==> config.mk <==
export PLATFORM = sky130hd
export DESIGN_NAME = cpu_bus_bridge
export DESIGN_NICKNAME = d
export VERILOG_FILES = /design/src/common/cfg_mem_pkg.sv /design/src/hdl/cpu_bus_bridge.sv
export SDC_FILE = /design/constraint.sdc
export NUM_CORES = 1
export LEC_CHECK = 0
export BUFFER_PORTS_ARGS = -buffer_cell sky130_fd_sc_hd__buf_2
export CORE_UTILIZATION = 36
export DETAILED_ROUTE_END_ITERATION = 8
export MAX_ROUTING_LAYER = met4
export PLACE_DENSITY = 0.89
export SYNTH_ARGS = -nofsm -noshare
export SYNTH_HDL_FRONTEND = slang
export SYNTH_SLANG_ARGS = --single-unit
==> constraint.sdc <==
create_clock -name CPU_CKIO -period 1.5 [get_ports CPU_CKIO]
set_clock_uncertainty 0.1 [all_clocks]
set_input_delay 0.075 -clock CPU_CKIO [delete_from_list [all_inputs] [get_ports CPU_CKIO]]
set_output_delay 0.075 -clock CPU_CKIO [all_outputs]
set_load 0.005 [all_outputs]
==> src/common/cfg_mem_pkg.sv <==
`default_nettype none

package cfg_mem_pkg;

  // region select, cpu address bits 16:15
  typedef enum logic [1:0] {
    sel_controller = 2'b00,
    sel_mod        = 2'b01,
    sel_duty_table = 2'b10,
    sel_stm        = 2'b11
  } bram_select_e;

  // controller register map
  // compared against word address bits 7:0, bits 13:8 must be zero
  typedef enum logic [7:0] {
    addr_ctl_flag            = 8'h00,
    addr_mod_mem_wr_segment  = 8'h01,
    addr_stm_mem_wr_segment  = 8'h02,
    addr_stm_mem_wr_page     = 8'h03,
    addr_duty_table_wr_page  = 8'h04
  } ctl_addr_e;

  // word address width inside one segment or page
  // scaled down for simulation, higher word bits wrap
  localparam int mod_word_bits  = 10;
  localparam int stm_word_bits  = 10;
  localparam int duty_word_bits = 10;

  // stm has four pages per segment
  localparam int stm_page_bits  = 2;
  // duty table has two pages
  localparam int duty_page_bits = 1;

  // one bus request from the bridge
  // valid for a single cycle per write strobe, every cycle while reading
  typedef struct packed {
    logic         valid;
    logic         we;
    bram_select_e sel;
    logic [13:0]  addr;
    logic [15:0]  data;
  } bus_req_t;

  // register file state
  // segment and page fields steer the upper memory address bits
  typedef struct packed {
    logic [15:0]               ctl_flag;
    logic                      mod_segment;
    logic                      stm_segment;
    logic [stm_page_bits-1:0]  stm_page;
    logic [duty_page_bits-1:0] duty_page;
  } ctl_state_t;

endpackage

`default_nettype wire

==> src/hdl/cpu_bus_bridge.sv <==
`default_nettype none

module cpu_bus_bridge (
  input  wire logic                CPU_CKIO,
  input  wire logic                arst_n,
  input  wire logic [16:0]         cpu_addr,
  input  wire logic                cpu_cs1_n,
  input  wire logic                cpu_we0_n,
  input  wire logic [15:0]         cpu_data_in,
  output cfg_mem_pkg::bus_req_t    req
);

  import cfg_mem_pkg::*;

  // previous sample of the write strobe
  logic we_prev;

  // request control
  logic req_valid;
  logic req_we;

  // request payload
  bram_select_e req_sel;
  logic [13:0]  req_addr;
  logic [15:0]  req_data;

  // strobe falling edge under chip select
  logic wr_hit;
  // read cycle, every sampled edge with cs low and we high
  logic rd_hit;

  assign wr_hit = ~cpu_cs1_n & ~cpu_we0_n & we_prev;
  assign rd_hit = ~cpu_cs1_n & cpu_we0_n;

  always_ff @(posedge CPU_CKIO or negedge arst_n) begin
    if (!arst_n) begin
      // high after reset, no false strobe
      we_prev   <= 1'b1;
      req_valid <= 1'b0;
      req_we    <= 1'b0;
    end else begin
      we_prev   <= cpu_we0_n;
      req_valid <= wr_hit | rd_hit;
      // held low strobe gives one write only
      req_we    <= wr_hit;
    end
  end

  // payload follows the bus on every edge
  always_ff @(posedge CPU_CKIO) begin
    // top two address bits pick the region
    req_sel  <= bram_select_e'(cpu_addr[16:15]);
    // bit 0 is the byte lane, ignored
    req_addr <= cpu_addr[14:1];
    req_data <= cpu_data_in;
  end

  always_comb begin
    req.valid = req_valid;
    req.we    = req_we;
    req.sel   = req_sel;
    req.addr  = req_addr;
    req.data  = req_data;
  end

endmodule

`default_nettype wire

After elaboration in Yosys (flattened, before gate mapping)
Cells that the tools add are included.
{ "classes": {"bitwise": 6} }
{ "ops": {"columns": ["operator", "count"], "rows": [
  ["1-bit bitwise AND", 3],
  ["1-bit inverter", 2],
  ["1-bit bitwise OR", 1]
]} }
{ "word_totals": {"regBits": 35, "input_bits": 37, "out_inout_bits": 34, "elab_cells": 12} }

Longest topological paths before layout
{ "depth": {"word_depth": 4, "mapped_depth": 1, "ltp_nobuf": 1} }

Worst setup path after synthesis
OpenSTA, ideal clock, no wires.
{ "synth_timing": {"path_kind": "register to register", "start": "reg we_prev", "end": "reg req_we", "setup_ps": 80, "arrival_time_ps": 625, "required_ps": 1320, "path_slack_ps": 695, "stages_incl_launch_ff": 2, "n_path_buf": 0, "synth_period_minus_slack_ps": 805, "path_cell_list": "dfstp_2 -> nor3b_2"} }
{ "synth_between": {"elab_chain_len": 1} }
{ "synth_rtl": {"columns": ["element", "line", "rtl"], "rows": [
  ["start: declaration", "cpu_bus_bridge.sv:16", "logic we_prev;"],
  ["start signal: assignment", "cpu_bus_bridge.sv:42", "we_prev <= cpu_we0_n;"],
  ["1-bit bitwise AND", "cpu_bus_bridge.sv:32", "assign wr_hit = ~cpu_cs1_n & ~cpu_we0_n & we_prev;"],
  ["via wr_hit", "cpu_bus_bridge.sv:28", "logic wr_hit;"],
  ["end signal: assignment", "cpu_bus_bridge.sv:45", "req_we <= wr_hit;"],
  ["end: declaration", "cpu_bus_bridge.sv:20", "logic req_we;"]
]} }
The timed path passes the listed nets, and every way through them passes these cells.

Worst setup path after layout
{ "layout_timing": {"start": "reg req_we", "end": "out req[32] (netlist bit)"} }
{ "layout_rtl": {"columns": ["element", "line", "rtl"], "rows": [
  ["end: declaration", "cpu_bus_bridge.sv:10", "output cfg_mem_pkg::bus_req_t req"]
]} }
No word-level cell between the ends.

==> impl_metrics.py <==
metrics = {
    "run_status": {
        "status": "completed",
    },
    "global_routing": {
        "grt_max_degree": 11,
        "grt_pass1_vias": 688,
        "antenna_found_initial": 0,
        "grt_usage_pct": 18.9,
        "overflow": 0,
        "grt_pass1_wl_um": 2640,
    },
    "critical_path": {
        "crit_path_max_incr_delay_ns": 0.39,
        "cp_slowest_cell": "dfrtp_1",
        "cp-end-kind": "primary output",
        "cpLargestDelayFamily": "flip-flops",
        "criticalPathCategory": "reg -> out",
        "worst_setup_path_start_kind": "flip-flop",
        "cp_cell_sequence": "buf_2",
        "crit_path_max_fanout": 1,
        "crit_required_ns": 1.32,
        "arrival_ns": 0.83,
        "path_buf_inv": 1,
    },
    "die": {
        "rows": 16,
        "initial_core_util_pct": 38.5,
        "chipHeight_um": 47.8,
        "die-area_um2": 2280,
        "core_area_um2": 1960,
        "io_pins": 71,
        "die_w_um": 47.8,
    },
    "place": {
        "port_buffers": 69,
        "gp_congestion": 0.614,
    },
    "yosys": {
        "ys_types": 6,
        "yosys_warnings": 0,
        "synth.mux.area_fraction_pct": 0,
        "synthTopCellsByArea": "dfxtp_1 (85%), dfrtp_1 (6.6%), dfstp_2 (3.5%)",
        "synth-seq-cells": 35,
        "syn_inst": 39,
        "synth_top_family_by_area": "buffers and inverters",
        "seq_area_frac_synth_pct": 95.0,
        "synth_top_area_share_pct": 84.9,
        "syn_area_per_cell_um2": 19.3,
        "syn_area_um2": 754,
        "yosys.area.top_type": "dfxtp_1",
        "synthAdderAreaFrac_pct": 0,
        "synth-compound-area-share_pct": 1.33,
        "syn_nets": 76,
        "synth_xor_area_share_pct": 0,
        "synthSimpleGateAreaFrac_pct": 1.66,
    },
    "cells_and_area": {
        "final_core_util_pct": 78.9,
        "fillers": 136,
        "drive_gt1_share_pct": 52.0,
        "syn2layout_area_growth_pct": 105,
        "fin_nets": 186,
        "antenna_cells": 0,
    },
    "route": {
        "drt_first_pass_iters": 3,
        "viasPerCell": 3.92,
        "drcViolationCount": 0,
        "wl_per_cell_um": 11.0,
        "drt-total-wl_um": 1950,
        "drtAntennaViolNets": 0,
        "first_iter_violations": 4,
        "vias": 694,
    },
    "min_path": {
        "holdCritPathClass": "in -> async",
    },
    "sta": {
        "final_max_slew_viol_count": 0,
        "setup_viol_count_final": 0,
        "tightestPinTransition_ns": 0.133,
        "rsz0062_at_grt": "false",
        "max-slew-margin-rel_pct": 91.1,
        "fmax_mhz": 992,
        "fin_crit_sh_pct": 67.2,
        "hold_viol_final": 0,
        "tns_ns": 0,
        "post-route-min-period_ns": 1.01,
    },
    "pwr": {
        "ir_drop_uv": 936,
        "power.density_nw_per_um2": 1110,
        "power_mw": 1.72,
        "power_leakage_nw": 0.779,
    },
    "clocking": {
        "cts_tree": "yes",
        "cts_root_buffer": "clkbuf_4",
        "clkTransAtPathRegs_ns": 0.09,
        "clock_latency_ns": 0.32,
        "cts_buffer_depth": 2,
        "htreeDepth": 2,
        "numCtsBuffers": 5,
        "clock_sinks": 35,
    },
    "flow_run": {
        "drv_cap": 0,
    },
}
[where the power goes]
group          internal, mW  switching, mW
clock                 0.276          0.278
sequential            0.981         0.0116
combinational         0.125         0.0499
total                  1.38          0.340
[kinds of logic after synthesis]
kind of cell	count (synthesis)
simple gates	1
compound gates	1
flops	35
buf+inv	2
[cells in the mapped netlist, drive strengths merged]
cell type / instances
dfrtp: 2
dfstp: 1
buf: 2
o21ba: 1
dfxtp: 32
nor3b: 1
[state kept, by name, summed over array words and instances, names as in the netlist]
| register | count |
|---|---|
| req_we | 1 |
| req_data | 16 |
| req_addr | 14 |
| req_sel | 2 |
| we_prev | 1 |
| req_valid | 1 |
[timing repair]
item	CTS	global route
hold buffers	36	0
endpoints found under the hold margin	38	0
setup buffers	0	0
gates resized for setup	0	0
[final cells by class]
type	count	area, um^2	share of cell area (%)
flip-flops and latches	35	717	46.3
repair buffers	105	706	45.6
clock buffers	8	68.8	4.45
well taps	27	33.8	2.18
multi-input cells	2	22.5	1.46
[worst paths after layout]
check,cells past startpoint,slack (ns),end,from
worst min register to register,1,0.45,req_we,we_prev
min in group CPU_CKIO,2,0.28,req_addr[8],cpu_addr[9]
max in group asynchronous,3,0.63,req_valid,arst_n
worst min-delay path,2,0.13,we_prev,arst_n
worst max-delay path,1,0.49,req[32],req_we
worst max register to register,1,0.63,req_we,we_prev
[cells in the final DEF, fill, tap and decap left out, drive strengths merged]
cell type	n
buf	69
clkbuf	8
dfrtp	2
dfstp	1
dfxtp	32
dlygate4sd3	36
nor3b	1
o21ba	1
[stage by stage]
step | hold WS, ns | setup WS [ns] | instances | area (um^2)
after CTS | 0.103 | 0.496 | 177 | 1550
after global routing | 0.130 | 0.432 | 177 | 1550
after global placement | -0.232 | 0.687 | 133 | 1120
final | 0.134 | 0.492 | 177 | 1550
after detailed placement | -0.229 | 0.653 | 133 | 1120
after floorplan | -0.321 | 0.695 | 39 | 754
[routing by layer]
metal  part of all wire [%]  global-route usage (%)
met4                   0.61                    8.89
met1                     30                    14.5
met5                      0                       -
met2                     61                    35.1
met3                    7.6                    10.2
Note: power is estimated with default switching activity, not from simulation.
