<file path="src/common/cfg_mem_pkg.sv">
`default_nettype none

package cfg_mem_pkg;

  // region select, cpu address bits 16:15
  typedef enum logic [1:0] {
    sel_controller = 2'b00,
    sel_mod        = 2'b01,
    sel_duty_table = 2'b10,
    sel_stm        = 2'b11
  } bram_select_e;

  // controller register map
  // compared against word address bits 7:0, bits 13:8 must be zero
  typedef enum logic [7:0] {
    addr_ctl_flag            = 8'h00,
    addr_mod_mem_wr_segment  = 8'h01,
    addr_stm_mem_wr_segment  = 8'h02,
    addr_stm_mem_wr_page     = 8'h03,
    addr_duty_table_wr_page  = 8'h04
  } ctl_addr_e;

  // word address width inside one segment or page
  // scaled down for simulation, higher word bits wrap
  localparam int mod_word_bits  = 10;
  localparam int stm_word_bits  = 10;
  localparam int duty_word_bits = 10;

  // stm has four pages per segment
  localparam int stm_page_bits  = 2;
  // duty table has two pages
  localparam int duty_page_bits = 1;

  // one bus request from the bridge
  // valid for a single cycle per write strobe, every cycle while reading
  typedef struct packed {
    logic         valid;
    logic         we;
    bram_select_e sel;
    logic [13:0]  addr;
    logic [15:0]  data;
  } bus_req_t;

  // register file state
  // segment and page fields steer the upper memory address bits
  typedef struct packed {
    logic [15:0]               ctl_flag;
    logic                      mod_segment;
    logic                      stm_segment;
    logic [stm_page_bits-1:0]  stm_page;
    logic [duty_page_bits-1:0] duty_page;
  } ctl_state_t;

endpackage

`default_nettype wire

</file>
<file path="src/controller/controller_regs.sv">
`default_nettype none

module controller_regs (
  input  wire logic                  CPU_CKIO,
  input  wire logic                  arst_n,
  input  wire cfg_mem_pkg::bus_req_t req,
  output cfg_mem_pkg::ctl_state_t    ctl_state,
  output logic [15:0]                rd_data
);

  import cfg_mem_pkg::*;

  ctl_state_t state_q;

  // request hits the register region
  logic region_hit;
  // upper word bits clear, otherwise unmapped
  logic low_page;
  logic wr_en;
  logic rd_en;

  // readback value for the addressed register
  logic [15:0] rd_value;

  assign region_hit = req.valid & (req.sel == sel_controller);
  assign low_page   = (req.addr[13:8] == 6'd0);
  assign wr_en      = region_hit & req.we & low_page;
  assign rd_en      = region_hit & ~req.we;

  always_ff @(posedge CPU_CKIO or negedge arst_n) begin
    if (!arst_n) begin
      state_q <= '0;
    end else if (wr_en) begin
      // unmapped addresses fall through the default
      case (req.addr[7:0])
        addr_ctl_flag: begin
          state_q.ctl_flag <= req.data;
        end
        addr_mod_mem_wr_segment: begin
          state_q.mod_segment <= req.data[0];
        end
        addr_stm_mem_wr_segment: begin
          state_q.stm_segment <= req.data[0];
        end
        addr_stm_mem_wr_page: begin
          // truncated to the page width
          state_q.stm_page <= req.data[stm_page_bits-1:0];
        end
        addr_duty_table_wr_page: begin
          state_q.duty_page <= req.data[duty_page_bits-1:0];
        end
        default: begin
          state_q <= state_q;
        end
      endcase
    end
  end

  // zero extended readback, zero when unmapped
  always_comb begin
    rd_value = 16'h0000;
    if (low_page) begin
      case (req.addr[7:0])
        addr_ctl_flag:           rd_value = state_q.ctl_flag;
        addr_mod_mem_wr_segment: rd_value = {15'd0, state_q.mod_segment};
        addr_stm_mem_wr_segment: rd_value = {15'd0, state_q.stm_segment};
        addr_stm_mem_wr_page: begin
          rd_value = {{(16 - stm_page_bits){1'b0}}, state_q.stm_page};
        end
        addr_duty_table_wr_page: begin
          rd_value = {{(16 - duty_page_bits){1'b0}}, state_q.duty_page};
        end
        default:                 rd_value = 16'h0000;
      endcase
    end
  end

  // same latency as the memories, holds between reads
  always_ff @(posedge CPU_CKIO or negedge arst_n) begin
    if (!arst_n) begin
      rd_data <= 16'h0000;
    end else if (rd_en) begin
      rd_data <= rd_value;
    end
  end

  assign ctl_state = state_q;

endmodule

`default_nettype wire

</file>
<file path="config.mk">
export PLATFORM = sky130hd
export DESIGN_NAME = controller_regs
export DESIGN_NICKNAME = d
export VERILOG_FILES = /design/src/common/cfg_mem_pkg.sv /design/src/controller/controller_regs.sv
export SDC_FILE = /design/constraint.sdc
export NUM_CORES = 1
export LEC_CHECK = 0
export BUFFER_PORTS_ARGS = -buffer_cell sky130_fd_sc_hd__buf_4
export CORE_MARGIN = 3
export CORE_UTILIZATION = 43
export CTS_BUF_LIST = sky130_fd_sc_hd__clkbuf_8
export DETAILED_ROUTE_END_ITERATION = 7
export PLACE_DENSITY_LB_ADDON = 0.3
export SYNTH_ARGS = -nofsm -noshare
export SYNTH_HDL_FRONTEND = slang
export SYNTH_SLANG_ARGS = --single-unit
export TNS_END_PERCENT = 50
</file>
<file path="constraint.sdc">
create_clock -name CPU_CKIO -period 0.8 [get_ports CPU_CKIO]
set_input_delay 0.08 -clock CPU_CKIO [delete_from_list [all_inputs] [get_ports CPU_CKIO]]
set_output_delay 0.08 -clock CPU_CKIO [all_outputs]
set_load 0.02 [all_outputs]
</file>
Yosys cells after proc, flatten, opt, wreduce, memory -nomap -nowiden
Index checks and enable logic that the tools add are counted.

operators by class
  shifts and indexed selects = 0
  equal/unequal tests = 4
  reductions and logical operators = 8
  bitwise gates (word level) = 5
  $add $sub $neg = 0
  muxes and demuxes = 2
  divide/modulo/power cells = 0
  order comparisons = 0
  $mul = 0

operators by type and width
  kind                                           number
  one-hot mux 16 bit (5 select lines)            1
  == test 8 x 2 -> 1 bit, second input constant  2
  two-way mux 16 bit                             1
  AND reduction 2 bit                            5
  == test 8 x 1 -> 1 bit, second input constant  1
  == test 8 x 3 -> 1 bit, second input constant  1
  logical NOT 8 bit                              1
  logical NOT 6 bit                              1
  bitwise AND 1 bit                              4
  logical NOT 2 bit                              1
  inverter 1 bit                                 1

word-level totals
  word-level logic and storage cells = 25
  RAM bits = 0
  bits in registers = 37
  bits in latches = 0
  input bits = 36
  memories = 0
  bits in read-only memories = 0
  output and inout bits = 37

Logic depth before layout (Yosys ltp)
Gate-level depths: netlist of run 1.

  depth in word-level cells = 5
  gate-level depth with buffers = 7
  depth with buffers taken out = 4

Worst setup path after synthesis of run 1
Ideal clock, no wire load.

  path type = input-to-reg
  from = in req[27] (netlist name)
  to = reg state_q (netlist bit ctl_state[11])
  setup slack = -0.672 ns
  setup time = 0.125 ns
  required time = 0.675 ns
  buffers on the path = 3
  stages = 7
  data arrival time = 1.347 ns
  cells stage by stage = nor4_1 -> and3_1 -> buf_2 -> and3_1 -> buf_4 -> buf_6 -> mux2_2

on the way
  word-level cells in the longest chain between the ends = 3

ends and longest elaborated chain
  element                               line                   text
  start, declared                       controller_regs.sv:6   input wire cfg_mem_pkg::bus_req_t req,
  logical NOT 6 bit                     controller_regs.sv:26  assign low_page = (req.addr[13:8] == 6'd0);
  bitwise AND 1 bit                     controller_regs.sv:27  assign wr_en = region_hit & req.we & low_page;
  AND reduction 2 bit (no source line)  -
  end signal, assigned                  controller_regs.sv:53  state_q <= state_q;
  end, declared                         controller_regs.sv:13  ctl_state_t state_q;

No other way between the ends.
A chain may end at the register's enable or synchronous reset.

Final worst setup path of run 1
  from = in req[27] (netlist name)
  to = reg state_q (netlist bit ctl_state[17])

The elaborated chain is that of the path after synthesis.

==> qor_table.md, run 1 <==
| Parameter | Reported | Unit |
| --- | --- | --- |
| Antenna-violating nets left | 0 | - |
| Combined buffer and inverter count along the critical path | 2 | - |
| Launch point of the worst path | req[27] | - |
| Total of fill cells in the finished design | 164 | - |
| Worst-case clock buffer depth | 2 | - |
| Share of final-layout standard cells stronger than drive strength 1 | 65.5 | % |
| R2R setup slack | -0.24 | ns |
| Post-route cell area | 2760 | sq um |
| Estimated wirelength of the detail-placed design | 2.86 | mm |
| Pin count of the biggest net entering global routing | 38 | - |
| Effective utilization at floorplan | 45.5 | % |
| Antenna violations before repair | 0 | - |
| Hold endpoint | ctl_state[12]$_DFFE_PN0P_ | - |
| Die area | 4340 | sq um |
| Residual DRC | 0 | - |
| Type of origin of the critical path | primary input | - |
| Maxcap violations | 0 | - |
| I/O pins | 73 | - |
| Worst path arrival time | 1.39 | ns |
| Slowest stage delay, CP | 0.30 | ns |
| Post-detailed-placement cell area | 2250 | sq um |
| Number of DRC markers after the initial detailed-route iteration | 76 | - |
| Clock tree from TritonCTS | built | - |
| Slew @ Worst Pin | 0.454 | ns |
| Clock Pin Slew Worst Setup and Hold Paths | 0.08 | ns |
| Overall overflow remaining after global route | 0 | - |
| Flops & latches, synth | 37 | - |
| Power density relative to cell area | 1360 | nW/um^2 |
| Cell chosen for the clock root | clkbuf_8 | - |
| Post-Route Skew | 0.00410 | ns |
| Cell count of the worst reg-to-reg path | 4 | - |
| Category of the critical setup timing path | primary input to register | - |
| Hold Crit Class | primary input to register | - |
| Synth top area cells | dfrtp_1 (60%), mux2_2 (14%), a22o_1 (7.9%) | - |
| Antenna Cells | 0 | - |
| Total number of H-tree levels | 2 | - |
| Worst hold path depth | 2 | - |
| Count of different cell masters after synthesis | 26 | - |
| Overall die height | 65.9 | microns |
| # rows | 21 | - |
| Min cycle time layout | 1.22 | ns |
| Static leakage power | 1.38 | nW |
| Critical path, cell by cell | buf_6, nor4_4, and3_4, and3_4, buf_6, mux2_4 | - |
| Number of global-route vias before repair | 1394 | - |
| Setup slack after placement | -0.776 | ns |
| Critical path required time | 0.97 | ns |
| Final hold violations | 0 | - |
| Final WL | 4.47 | mm |
| Maximum resistive drop on vdd | 0.00103 | V |
| Result of the run | finished with violations | - |
| Worst R2R Start | ctl_state[2]$_DFFE_PN0P_ | - |
| Die Width | 65.9 | microns |
| Post-route worst hold slack | 0.0209 | ns |
| Mapped Nets | 144 | - |
| Final estimated routing congestion in global placement | 0.751 | - |
| Final design utilization | 81.4 | % |
| Violated checks | setup timing | - |
| Length of the first detailed-routing pass in iterations | 4 | - |
| Final Instance Count excl. Fillers | 252 | - |
| Cell Count Post-Placement | 235 | - |
| Mean cell area of the mapped netlist | 14.3 | sq um |
| RSZ-0062 raised after global routing | yes | - |
| Yosys top cell area share | 60.0 | % |
| Crit path capture type | register | - |
| Synthesized cell area | 1540 | sq um |
| Count of vias placed by the detailed router | 1305 | - |
| Library cell with the largest summed area after synthesis | dfrtp_1 | - |
| Post-synthesis instance total | 108 | - |
| Average vias per placed instance | 5.18 | - |
| Min-delay src | req[7] | - |
| Share of the yosys chip area belonging to registers | 60.0 | % |
| Final worst-path setup slack | -0.419 | ns |
| Average routed wire per standard cell | 17.7 | microns |
| Final worst-path cycle share | 152 | % |
| Number of warnings reported in the yosys synthesis log | 0 | - |
| Fmax | 820 | MHz |
| Maximum net fanout on the critical path | 5 | - |
| Insertion delay to the later sink of the worst-skew pair | 0.28 | ns |
| Slowest cell on the critical path | mux2_4 | - |
| Global routing usage summed across all routing layers | 21.6 | % |
| Final setup violating endpoints | 74 | - |
| Net count reported at finish | 241 | - |
| Placeable Area | 3390 | sq um |
| Wire length of the first global-routing pass | 7.04 | mm |
| Number of buffers added by the clock tree synthesis step | 5 | - |
| Max Transition Viols Final | 0 | - |
| Layout overhead on the synthesized area | 78.8 | % |
| Clk sinks | 37 | - |
| Port Buffers | 72 | - |
| R2r endpoint | rd_data[1]$_DFFE_PN0P_ | - |
| Cell type group with the largest total delay on the critical path | simple AND/OR/NAND/NOR gates | - |
| Slew HR | 69.7 | % |
## worst reg2reg max path, stage by stage, from the launching register on
cell and delay (ns):
dfrtp_1 0.40, buf_4 0.14, nand3_1 0.08, nand2_1 0.06, a32o_1 0.25
## how the worst max path moves through the flow
stage	to	slack, ns	depth (start not counted)
3_5_place_dp	ctl_state[5]$_DFFE_PN0P_	-0.78	5
4_1_cts	ctl_state[11]$_DFFE_PN0P_	-0.37	6
2_1_floorplan	ctl_state[11]$_DFFE_PN0P_	-0.64	7
3_3_place_gp	ctl_state[8]$_DFFE_PN0P_	-0.76	5
6_report	ctl_state[17]$_DFFE_PN0P_	-0.42	6
5_1_grt	ctl_state[17]$_DFFE_PN0P_	-0.44	6
## cell usage after synthesis
cell	count
dfrtp_1	37
mux2_2	19
a22o_1	14
nand2_1	4
and3_1	3
buf_6	3
clkbuf_1	2
mux2_1	2
mux2i_1	2
nand4_1	2
nand4b_1	2
nor3_1	2
nor4_1	2
o21ai_0	2
a32o_1	1
and2b_1	1
buf_12	1
buf_2	1
buf_4	1
nand2b_1	1
nand3_1	1
nor2_1	1
nor2_2	1
nor4bb_1	1
o32ai_1	1
or4b_1	1
## repair_timing
action                                  CTS  global route
endpoints found under the hold margin    37             0
gates cloned                              2             0
gates resized for setup                  67             7
pin swaps                                 9             8
hold buffers                              1             0
buffers inserted                          6             1
endpoints found under the setup margin   74            74
## sequential cells by signal (all words and copies together), names as in the netlist
signal,flops
ctl_state,21
rd_data,16
## layout by cell type, fill, tap and decap left out, drive strengths merged
cell type / instances
a22o: 14
a32o: 1
and2b: 1
and3: 3
buf: 97
bufinv: 1
clkbuf: 5
clkinv: 1
clkinvlp: 1
dfrtp: 37
dlygate4sd3: 1
mux2: 21
mux2i: 2
nand2: 4
nand2b: 1
nand3: 1
nand4: 2
nand4b: 2
nor2: 2
nor3: 2
nor4: 2
nor4bb: 1
o21ai: 2
o32ai: 1
or4b: 1
## final cells by class
| class | instances | area (sq um) | share of cell area, % |
|---|---|---|---|
| tap | 46 | 57.6 | 2.09 |
| multi-input combinational | 63 | 679 | 24.6 |
| timing repair buffer | 98 | 981 | 35.6 |
| clock buffer | 5 | 68.8 | 2.49 |
| clock inverter | 3 | 46.3 | 1.68 |
| sequential | 37 | 926 | 33.6 |
## through the flow
step                      power (mW)  TNS (ns)
after floorplan                 1.94    -19.33
final                           3.75    -16.52
after detailed placement        2.15    -23.92
after global placement          2.14    -23.39
after global routing            3.91    -18.60
after CTS                       3.78    -15.88
## report_power, final
group | switching [mW] | internal (mW) | leakage, nW
sequential | 0.000204 | 1.87 | 0.517
combinational | 0.117 | 0.165 | 0.808
clock | 0.668 | 0.932 | 0.0543
total | 0.785 | 2.97 | 1.38
## routing by layer
metal	up-vias	global-route usage (%)	wire length, microns
met4	0	3.11	4
met2	49	39.7	2480
met3	2	6.80	220
li1	599	-	-
met5	-	0	0
met1	655	24.8	1760
## cells by family (layout without fill, tap and decap cells)
group / count (synthesis) / after routing / synth area share (%)
multiplexers: 23 / 23 / 16.6
flip-flops: 37 / 37 / 60.0
AND/OR/NAND/NOR: 22 / 22 / 8.76
buffers and inverters: 8 / 106 / 4.79
AO/OA/AOI/OAI: 18 / 18 / 9.81
Power figures use the tool's default switching activity.
==> inputs of run 2 (changes only) <==
--- a/config.mk
+++ b/config.mk
@@ -10,7 +10,7 @@
 export CORE_UTILIZATION = 43
 export CTS_BUF_LIST = sky130_fd_sc_hd__clkbuf_8
 export DETAILED_ROUTE_END_ITERATION = 7
-export PLACE_DENSITY_LB_ADDON = 0.3
+export PLACE_DENSITY = 0.86
 export SYNTH_ARGS = -nofsm -noshare
 export SYNTH_HDL_FRONTEND = slang
 export SYNTH_SLANG_ARGS = --single-unit
==> run 2 against run 1 <==
Compared with the run above: the flow still finishes with violations (setup timing); utilization increased by 1.3 points; fmax grew 0.93%; cell count grew 0.40%; non-clock buffer count is 1 higher; global-route usage fell by 0.14 points; via count up 0.92%; sequential cell count unchanged; highest routed layer unchanged.
==> qor_table.md, run 2 (synthesis results as in run 1) <==
| Parameter | Reported | Unit |
| --- | --- | --- |
| Effective utilization at floorplan | 45.5 | % |
| Die Width | 65.9 | microns |
| Post-Route Skew | 0.00354 | ns |
| Min cycle time layout | 1.21 | ns |
| Cell Count Post-Placement | 237 | - |
| Net count reported at finish | 242 | - |
| Antenna-violating nets left | 0 | - |
| Pin count of the biggest net entering global routing | 38 | - |
| Final estimated routing congestion in global placement | 0.849 | - |
| Min-delay src | req[14] | - |
| Fmax | 828 | MHz |
| Layout overhead on the synthesized area | 81.8 | % |
| Antenna violations before repair | 0 | - |
| Setup TNS Final | -17.01 | ns |
| Slew HR | 70.0 | % |
| Maximum net fanout on the critical path | 7 | - |
| # rows | 21 | - |
| Placeable Area | 3390 | sq um |
| Type of origin of the critical path | primary input | - |
| Total Power Consumption | 3.82 | mW |
| Slowest stage delay, CP | 0.31 | ns |
| Worst path arrival time | 1.38 | ns |
| Hold Crit Class | primary input to register | - |
| Antenna Cells | 0 | - |
| Clk sinks | 37 | - |
| Critical path required time | 0.97 | ns |
| Residual DRC | 0 | - |
| Maxcap violations | 0 | - |
| Global routing usage summed across all routing layers | 21.4 | % |
| I/O pins | 73 | - |
| Hold endpoint | ctl_state[19]$_DFFE_PN0P_ | - |
| Clock tree from TritonCTS | built | - |
| Critical path, cell by cell | buf_8, nor4bb_4, and2b_1, and3_4, buf_12, mux2_4 | - |
| Worst hold path depth | 2 | - |
| Cell count of the worst reg-to-reg path | 4 | - |
| Length of the first detailed-routing pass in iterations | 4 | - |
| Combined buffer and inverter count along the critical path | 2 | - |
| R2R setup slack | -0.23 | ns |
| Overall overflow remaining after global route | 0 | - |
| Final Instance Count excl. Fillers | 253 | - |
| Insertion delay to the later sink of the worst-skew pair | 0.29 | ns |
| Crit path capture type | register | - |
| Slowest cell on the critical path | mux2_4 | - |
| Wire length of the first global-routing pass | 6.95 | mm |
| Number of DRC markers after the initial detailed-route iteration | 94 | - |
| Total number of H-tree levels | 2 | - |
| Port Buffers | 72 | - |
| Total area of sequential cells | 926 | sq um |
| Leading cell types in the layout, fill and taps excluded | buf_6 (54), buf_4 (39), dfrtp_1 (37) | - |
| Category of the critical setup timing path | primary input to register | - |
| Setup slack after placement | -0.722 | ns |
| Total of fill cells in the finished design | 189 | - |
| Final setup violating endpoints | 74 | - |
| Power density relative to cell area | 1360 | nW/um^2 |
| Worst-case clock buffer depth | 2 | - |
| Clock Pin Slew Worst Setup and Hold Paths | 0.07 | ns |
| Cell type group with the largest total delay on the critical path | simple AND/OR/NAND/NOR gates | - |
| Static leakage power | 1.40 | nW |
| Die area | 4340 | sq um |
| Maximum resistive drop on vdd | 0.00100 | V |
| Violated checks | setup timing | - |
| Post-route worst hold slack | 0.0209 | ns |
| Number of global-route vias before repair | 1396 | - |
| Count of vias placed by the detailed router | 1317 | - |
| Number of flip-flops in the largest register | 21 | - |
| Result of the run | finished with violations | - |
| Final WL | 4.42 | mm |
| Launch point of the worst path | req[31] | - |
| Worst R2R Start | ctl_state[2]$_DFFE_PN0P_ | - |
| Average vias per placed instance | 5.21 | - |
| Max Transition Viols Final | 0 | - |
| Final hold violations | 0 | - |
| Commonest non-fill, non-tap cell in the layout | buf_6 | - |
| RSZ-0062 raised after global routing | yes | - |
| Final worst-path cycle share | 151 | % |
| Average routed wire per standard cell | 17.5 | microns |
| Overall die height | 65.9 | microns |
| Number of buffers added by the clock tree synthesis step | 5 | - |
| Final worst-path setup slack | -0.408 | ns |
| R2r endpoint | rd_data[1]$_DFFE_PN0P_ | - |
| Cell chosen for the clock root | clkbuf_8 | - |
| Share of final-layout standard cells stronger than drive strength 1 | 67.6 | % |
| Slew @ Worst Pin | 0.450 | ns |
| Multi-input logic area | 689 | sq um |
==> run 2: report_power, final <==
part           leakage [nW]  internal [mW]  switching [mW]  total [mW]
Sequential            0.517           1.87        0.000204        1.87
Combinational         0.821          0.169           0.119       0.288
Clock                0.0574           1.01           0.649        1.66
==> run 2: layer usage <==
layer | part of all wire, % | wire, microns | GRT usage [%] | up-vias
met5 | 0 | 0 | 0 | -
met4 | 1.9 | 84 | 7.77 | 0
met3 | 6.1 | 270 | 6.46 | 9
met2 | 54 | 2370 | 36.5 | 58
met1 | 38 | 1690 | 25.4 | 648
li1 | - | - | - | 602
==> run 2: area by class of cell <==
| type | instances | area share [%] |
|---|---|---|
| clock buffer | 6 | 2.95 |
| clock inverter | 2 | 1.34 |
| multi-input combinational | 63 | 24.6 |
| sequential | 37 | 33.0 |
| tap | 46 | 2.05 |
| timing repair buffer | 99 | 36.1 |
==> run 2: worst register-to-register path, stage by stage (launching register included) <==
cell     delay (ns)
dfrtp_1        0.41
buf_6          0.13
nand3_2        0.06
nand2_2        0.06
a32o_1         0.25
==> run 2: metrics by stage <==
stage               cell area, sq um  util [%]
floorplan                       1610         -
global placement                2300      68.0
detailed placement              2300      68.0
CTS                             2700      79.8
global route                    2800      82.7
finish                          2800      82.7
==> run 2: worst max-delay path by stage <==
stage | end | slack, ns | cells after the start
2_1_floorplan | ctl_state[11]$_DFFE_PN0P_ | -0.64 | 7
3_3_place_gp | ctl_state[9]$_DFFE_PN0P_ | -0.69 | 6
5_1_grt | ctl_state[7]$_DFFE_PN0P_ | -0.44 | 6
6_report | ctl_state[7]$_DFFE_PN0P_ | -0.41 | 6
3_5_place_dp | ctl_state[7]$_DFFE_PN0P_ | -0.72 | 6
4_1_cts | ctl_state[14]$_DFFE_PN0P_ | -0.34 | 6
==> run 2: timing repair <==
action | 4_1_cts | 5_1_grt
endpoints found under the setup margin | 74 | 74
resized for setup | 59 | 17
cloned | 0 | 1
buffers inserted | 6 | 2
pin swaps | 2 | 7
hold buffers | 1 | 0
endpoints found under the hold margin | 37 | 0
==> inputs of run 3 (changes only) <==
--- a/config.mk
+++ b/config.mk
@@ -5,7 +5,7 @@
 export SDC_FILE = /design/constraint.sdc
 export NUM_CORES = 1
 export LEC_CHECK = 0
-export BUFFER_PORTS_ARGS = -buffer_cell sky130_fd_sc_hd__buf_4
+export BUFFER_PORTS_ARGS = -buffer_cell sky130_fd_sc_hd__buf_2
 export CORE_MARGIN = 3
 export CORE_UTILIZATION = 43
 export CTS_BUF_LIST = sky130_fd_sc_hd__clkbuf_8
@@ -14,4 +14,3 @@
 export SYNTH_ARGS = -nofsm -noshare
 export SYNTH_HDL_FRONTEND = slang
 export SYNTH_SLANG_ARGS = --single-unit
-export TNS_END_PERCENT = 50
==> run 3 against run 2 <==
Compared with the run above: the flow still finishes with violations (setup timing); register-to-register slack improved by 0.04 ns; critical path type unchanged; clock skew rose by 0.0017 ns; combinational power fell by 12%; largest cell class unchanged.
==> qor_table.md, run 3 (synthesis results as in run 1) <==
| Parameter | Reported | Unit |
| --- | --- | --- |
| Commonest non-fill, non-tap cell in the layout | buf_6 | - |
| Port Buffers | 72 | - |
| Final Instance Count excl. Fillers | 270 | - |
| Final worst-path setup slack | -0.379 | ns |
| Leading cell types in the layout, fill and taps excluded | buf_6 (46), dfrtp_1 (37), buf_4 (32) | - |
| Total of fill cells in the finished design | 175 | - |
| Worst path arrival time | 1.34 | ns |
| Fraction of power consumed by combinational cells | 6.8 | % |
| Total Power Consumption | 3.75 | mW |
| Antenna-violating nets left | 0 | - |
| Post-route worst hold slack | 0.0323 | ns |
| Setup TNS Final | -15.64 | ns |
| I/O pins | 73 | - |
| Final estimated routing congestion in global placement | 0.845 | - |
| Overall overflow remaining after global route | 0 | - |
| Pin count of the biggest net entering global routing | 38 | - |
| Estimated wirelength of the detail-placed design | 2.64 | mm |
| Global routing usage summed across all routing layers | 22.6 | % |
| Cell internal power dissipation | 3.01 | mW |
| Slew HR | 83.9 | % |
| Result of the run | finished with violations | - |
| Maxcap violations | 0 | - |
| Violated checks | setup timing | - |
| Final hold violations | 0 | - |
| Slowest cell on the critical path | mux2_4 | - |
| Effective utilization at floorplan | 45.5 | % |
| Critical path, cell by cell | buf_2, nor4_2, and3_4, and3_4, buf_12, mux2_4 | - |
| Length of the first detailed-routing pass in iterations | 4 | - |
| Die Width | 65.9 | microns |
| Average vias per placed instance | 5.16 | - |
| M1 wire length | 1.86 | mm |
| Power density relative to cell area | 1330 | nW/um^2 |
| Die area | 4340 | sq um |
| Crit path capture type | register | - |
| Critical path required time | 0.96 | ns |
| Slew @ Worst Pin | 0.240 | ns |
| RSZ-0062 raised after global routing | yes | - |
| Overall die height | 65.9 | microns |
| Total net switching power | 746 | uW |
| Antenna violations before repair | 0 | - |
| Residual DRC | 0 | - |
| Layout overhead on the synthesized area | 83.4 | % |
| Clock tree from TritonCTS | built | - |
| Max Transition Viols Final | 0 | - |
| Cell chosen for the clock root | clkbuf_8 | - |
| Category of the critical setup timing path | primary input to register | - |
| Antenna Cells | 0 | - |
| Type of origin of the critical path | primary input | - |
| Met3 wire length | 323 | microns |
| Post-Route Skew | 0.00524 | ns |
| Maximum resistive drop on vdd | 0.000997 | V |
| Number of buffers added by the clock tree synthesis step | 5 | - |
| Final WL | 4.77 | mm |
| Maximum net fanout on the critical path | 9 | - |
| Number of DRC markers after the initial detailed-route iteration | 72 | - |
| Wire length of the first global-routing pass | 7.28 | mm |
| Clock Pin Slew Worst Setup and Hold Paths | 0.07 | ns |
| Switching share of power | 19.9 | % |
| Min cycle time layout | 1.18 | ns |
| Cell Count Post-Placement | 234 | - |
| Fmax | 848 | MHz |
| Final setup violating endpoints | 74 | - |
| # rows | 21 | - |
| Total area of sequential cells | 926 | sq um |
| Most frequent cell on the critical path | and3_4 | - |
| Static leakage power | 1.47 | nW |
| Hold Crit Class | primary input to register | - |
| Average routed wire per standard cell | 17.7 | microns |
| Met2 routed WL | 2.53 | mm |
| Placeable Area | 3390 | sq um |
| Count of vias placed by the detailed router | 1392 | - |
| Post-detailed-placement cell area | 2120 | sq um |
| Power share of the clock group | 43.4 | % |
| Clk sinks | 37 | - |
| Insertion delay to the later sink of the worst-skew pair | 0.28 | ns |
| Multi-input logic area | 671 | sq um |
| Highest signal layer in the routed design | met4 | - |
| Number of global-route vias before repair | 1483 | - |
| Sequential fraction of design power | 49.8 | % |
| Net count reported at finish | 259 | - |
| Slowest stage delay, CP | 0.31 | ns |
| Share of final-layout standard cells stronger than drive strength 1 | 67.4 | % |
| Final worst-path cycle share | 147 | % |
| Number of flip-flops in the largest register | 21 | - |
| Worst-case clock buffer depth | 2 | - |
| Final design utilization | 83.5 | % |
| Setup slack after placement | -0.738 | ns |
| Post-route cell area | 2830 | sq um |
| Total number of H-tree levels | 2 | - |
[run 3: changes by cell type in the layout (fill, tap and decap cells not counted), sizes merged]
| cell | delta |
|---|---|
| inv | +1 |
| clkinvlp | -1 |
| buf | +17 |
[run 3: timing repair]
item	in CTS	in global routing
hold endpoints to repair	37	0
gates cloned	0	1
pin swaps	2	6
resized for setup	93	12
endpoints found under the setup margin	74	74
buffers inserted	26	2
hold buffers	1	0
[run 3: layout make-up]
class / count / share of cell area [%]
timing repair buffer: 116 / 37.4
multi-input combinational: 63 / 23.7
sequential: 37 / 32.7
tap: 46 / 2.03
clock buffer: 6 / 2.92
clock inverter: 2 / 1.19
[run 3: critical path, delay by kind of cell]
kind                   cells  cell delay [ns]
multiplexers               1             0.31
buffers and inverters      2             0.25
AND/OR/NAND/NOR            3             0.70
[run 3: path summary, 6_finish.rpt]
check                                              start                         to  slack, ns  cells after the start
max in group asynchronous                         arst_n  ctl_state[18]$_DFFE_PN0P_       0.29                      3
worst max register to register  ctl_state[0]$_DFFE_PN0P_     rd_data[0]$_DFFE_PN0P_      -0.19                      4
worst min register to register    rd_data[0]$_DFFE_PN0P_     rd_data[0]$_DFFE_PN0P_       0.51                      2
min in group asynchronous                         arst_n  ctl_state[20]$_DFFE_PN0P_       0.34                      3
worst min-delay path                              req[2]   ctl_state[7]$_DFFE_PN0P_       0.03                      2
worst max-delay path                             req[28]  ctl_state[11]$_DFFE_PN0P_      -0.38                      6
[run 3: layer usage]
metal | vias up | GRT usage (%)
li1 | 634 | -
met1 | 679 | 26.5
met2 | 72 | 39.9
met3 | 7 | 5.95
met4 | 0 | 7.25
met5 | - | 0
[run 3: power by group through the flow]
stage	Clock (mW)	Sequential, mW	Combinational [mW]
after floorplan	0	1.91	0.0385
after global placement	0	1.91	0.202
after detailed placement	0	1.91	0.206
after CTS	1.66	1.87	0.236
after global routing	1.75	1.87	0.275
final	1.63	1.87	0.254
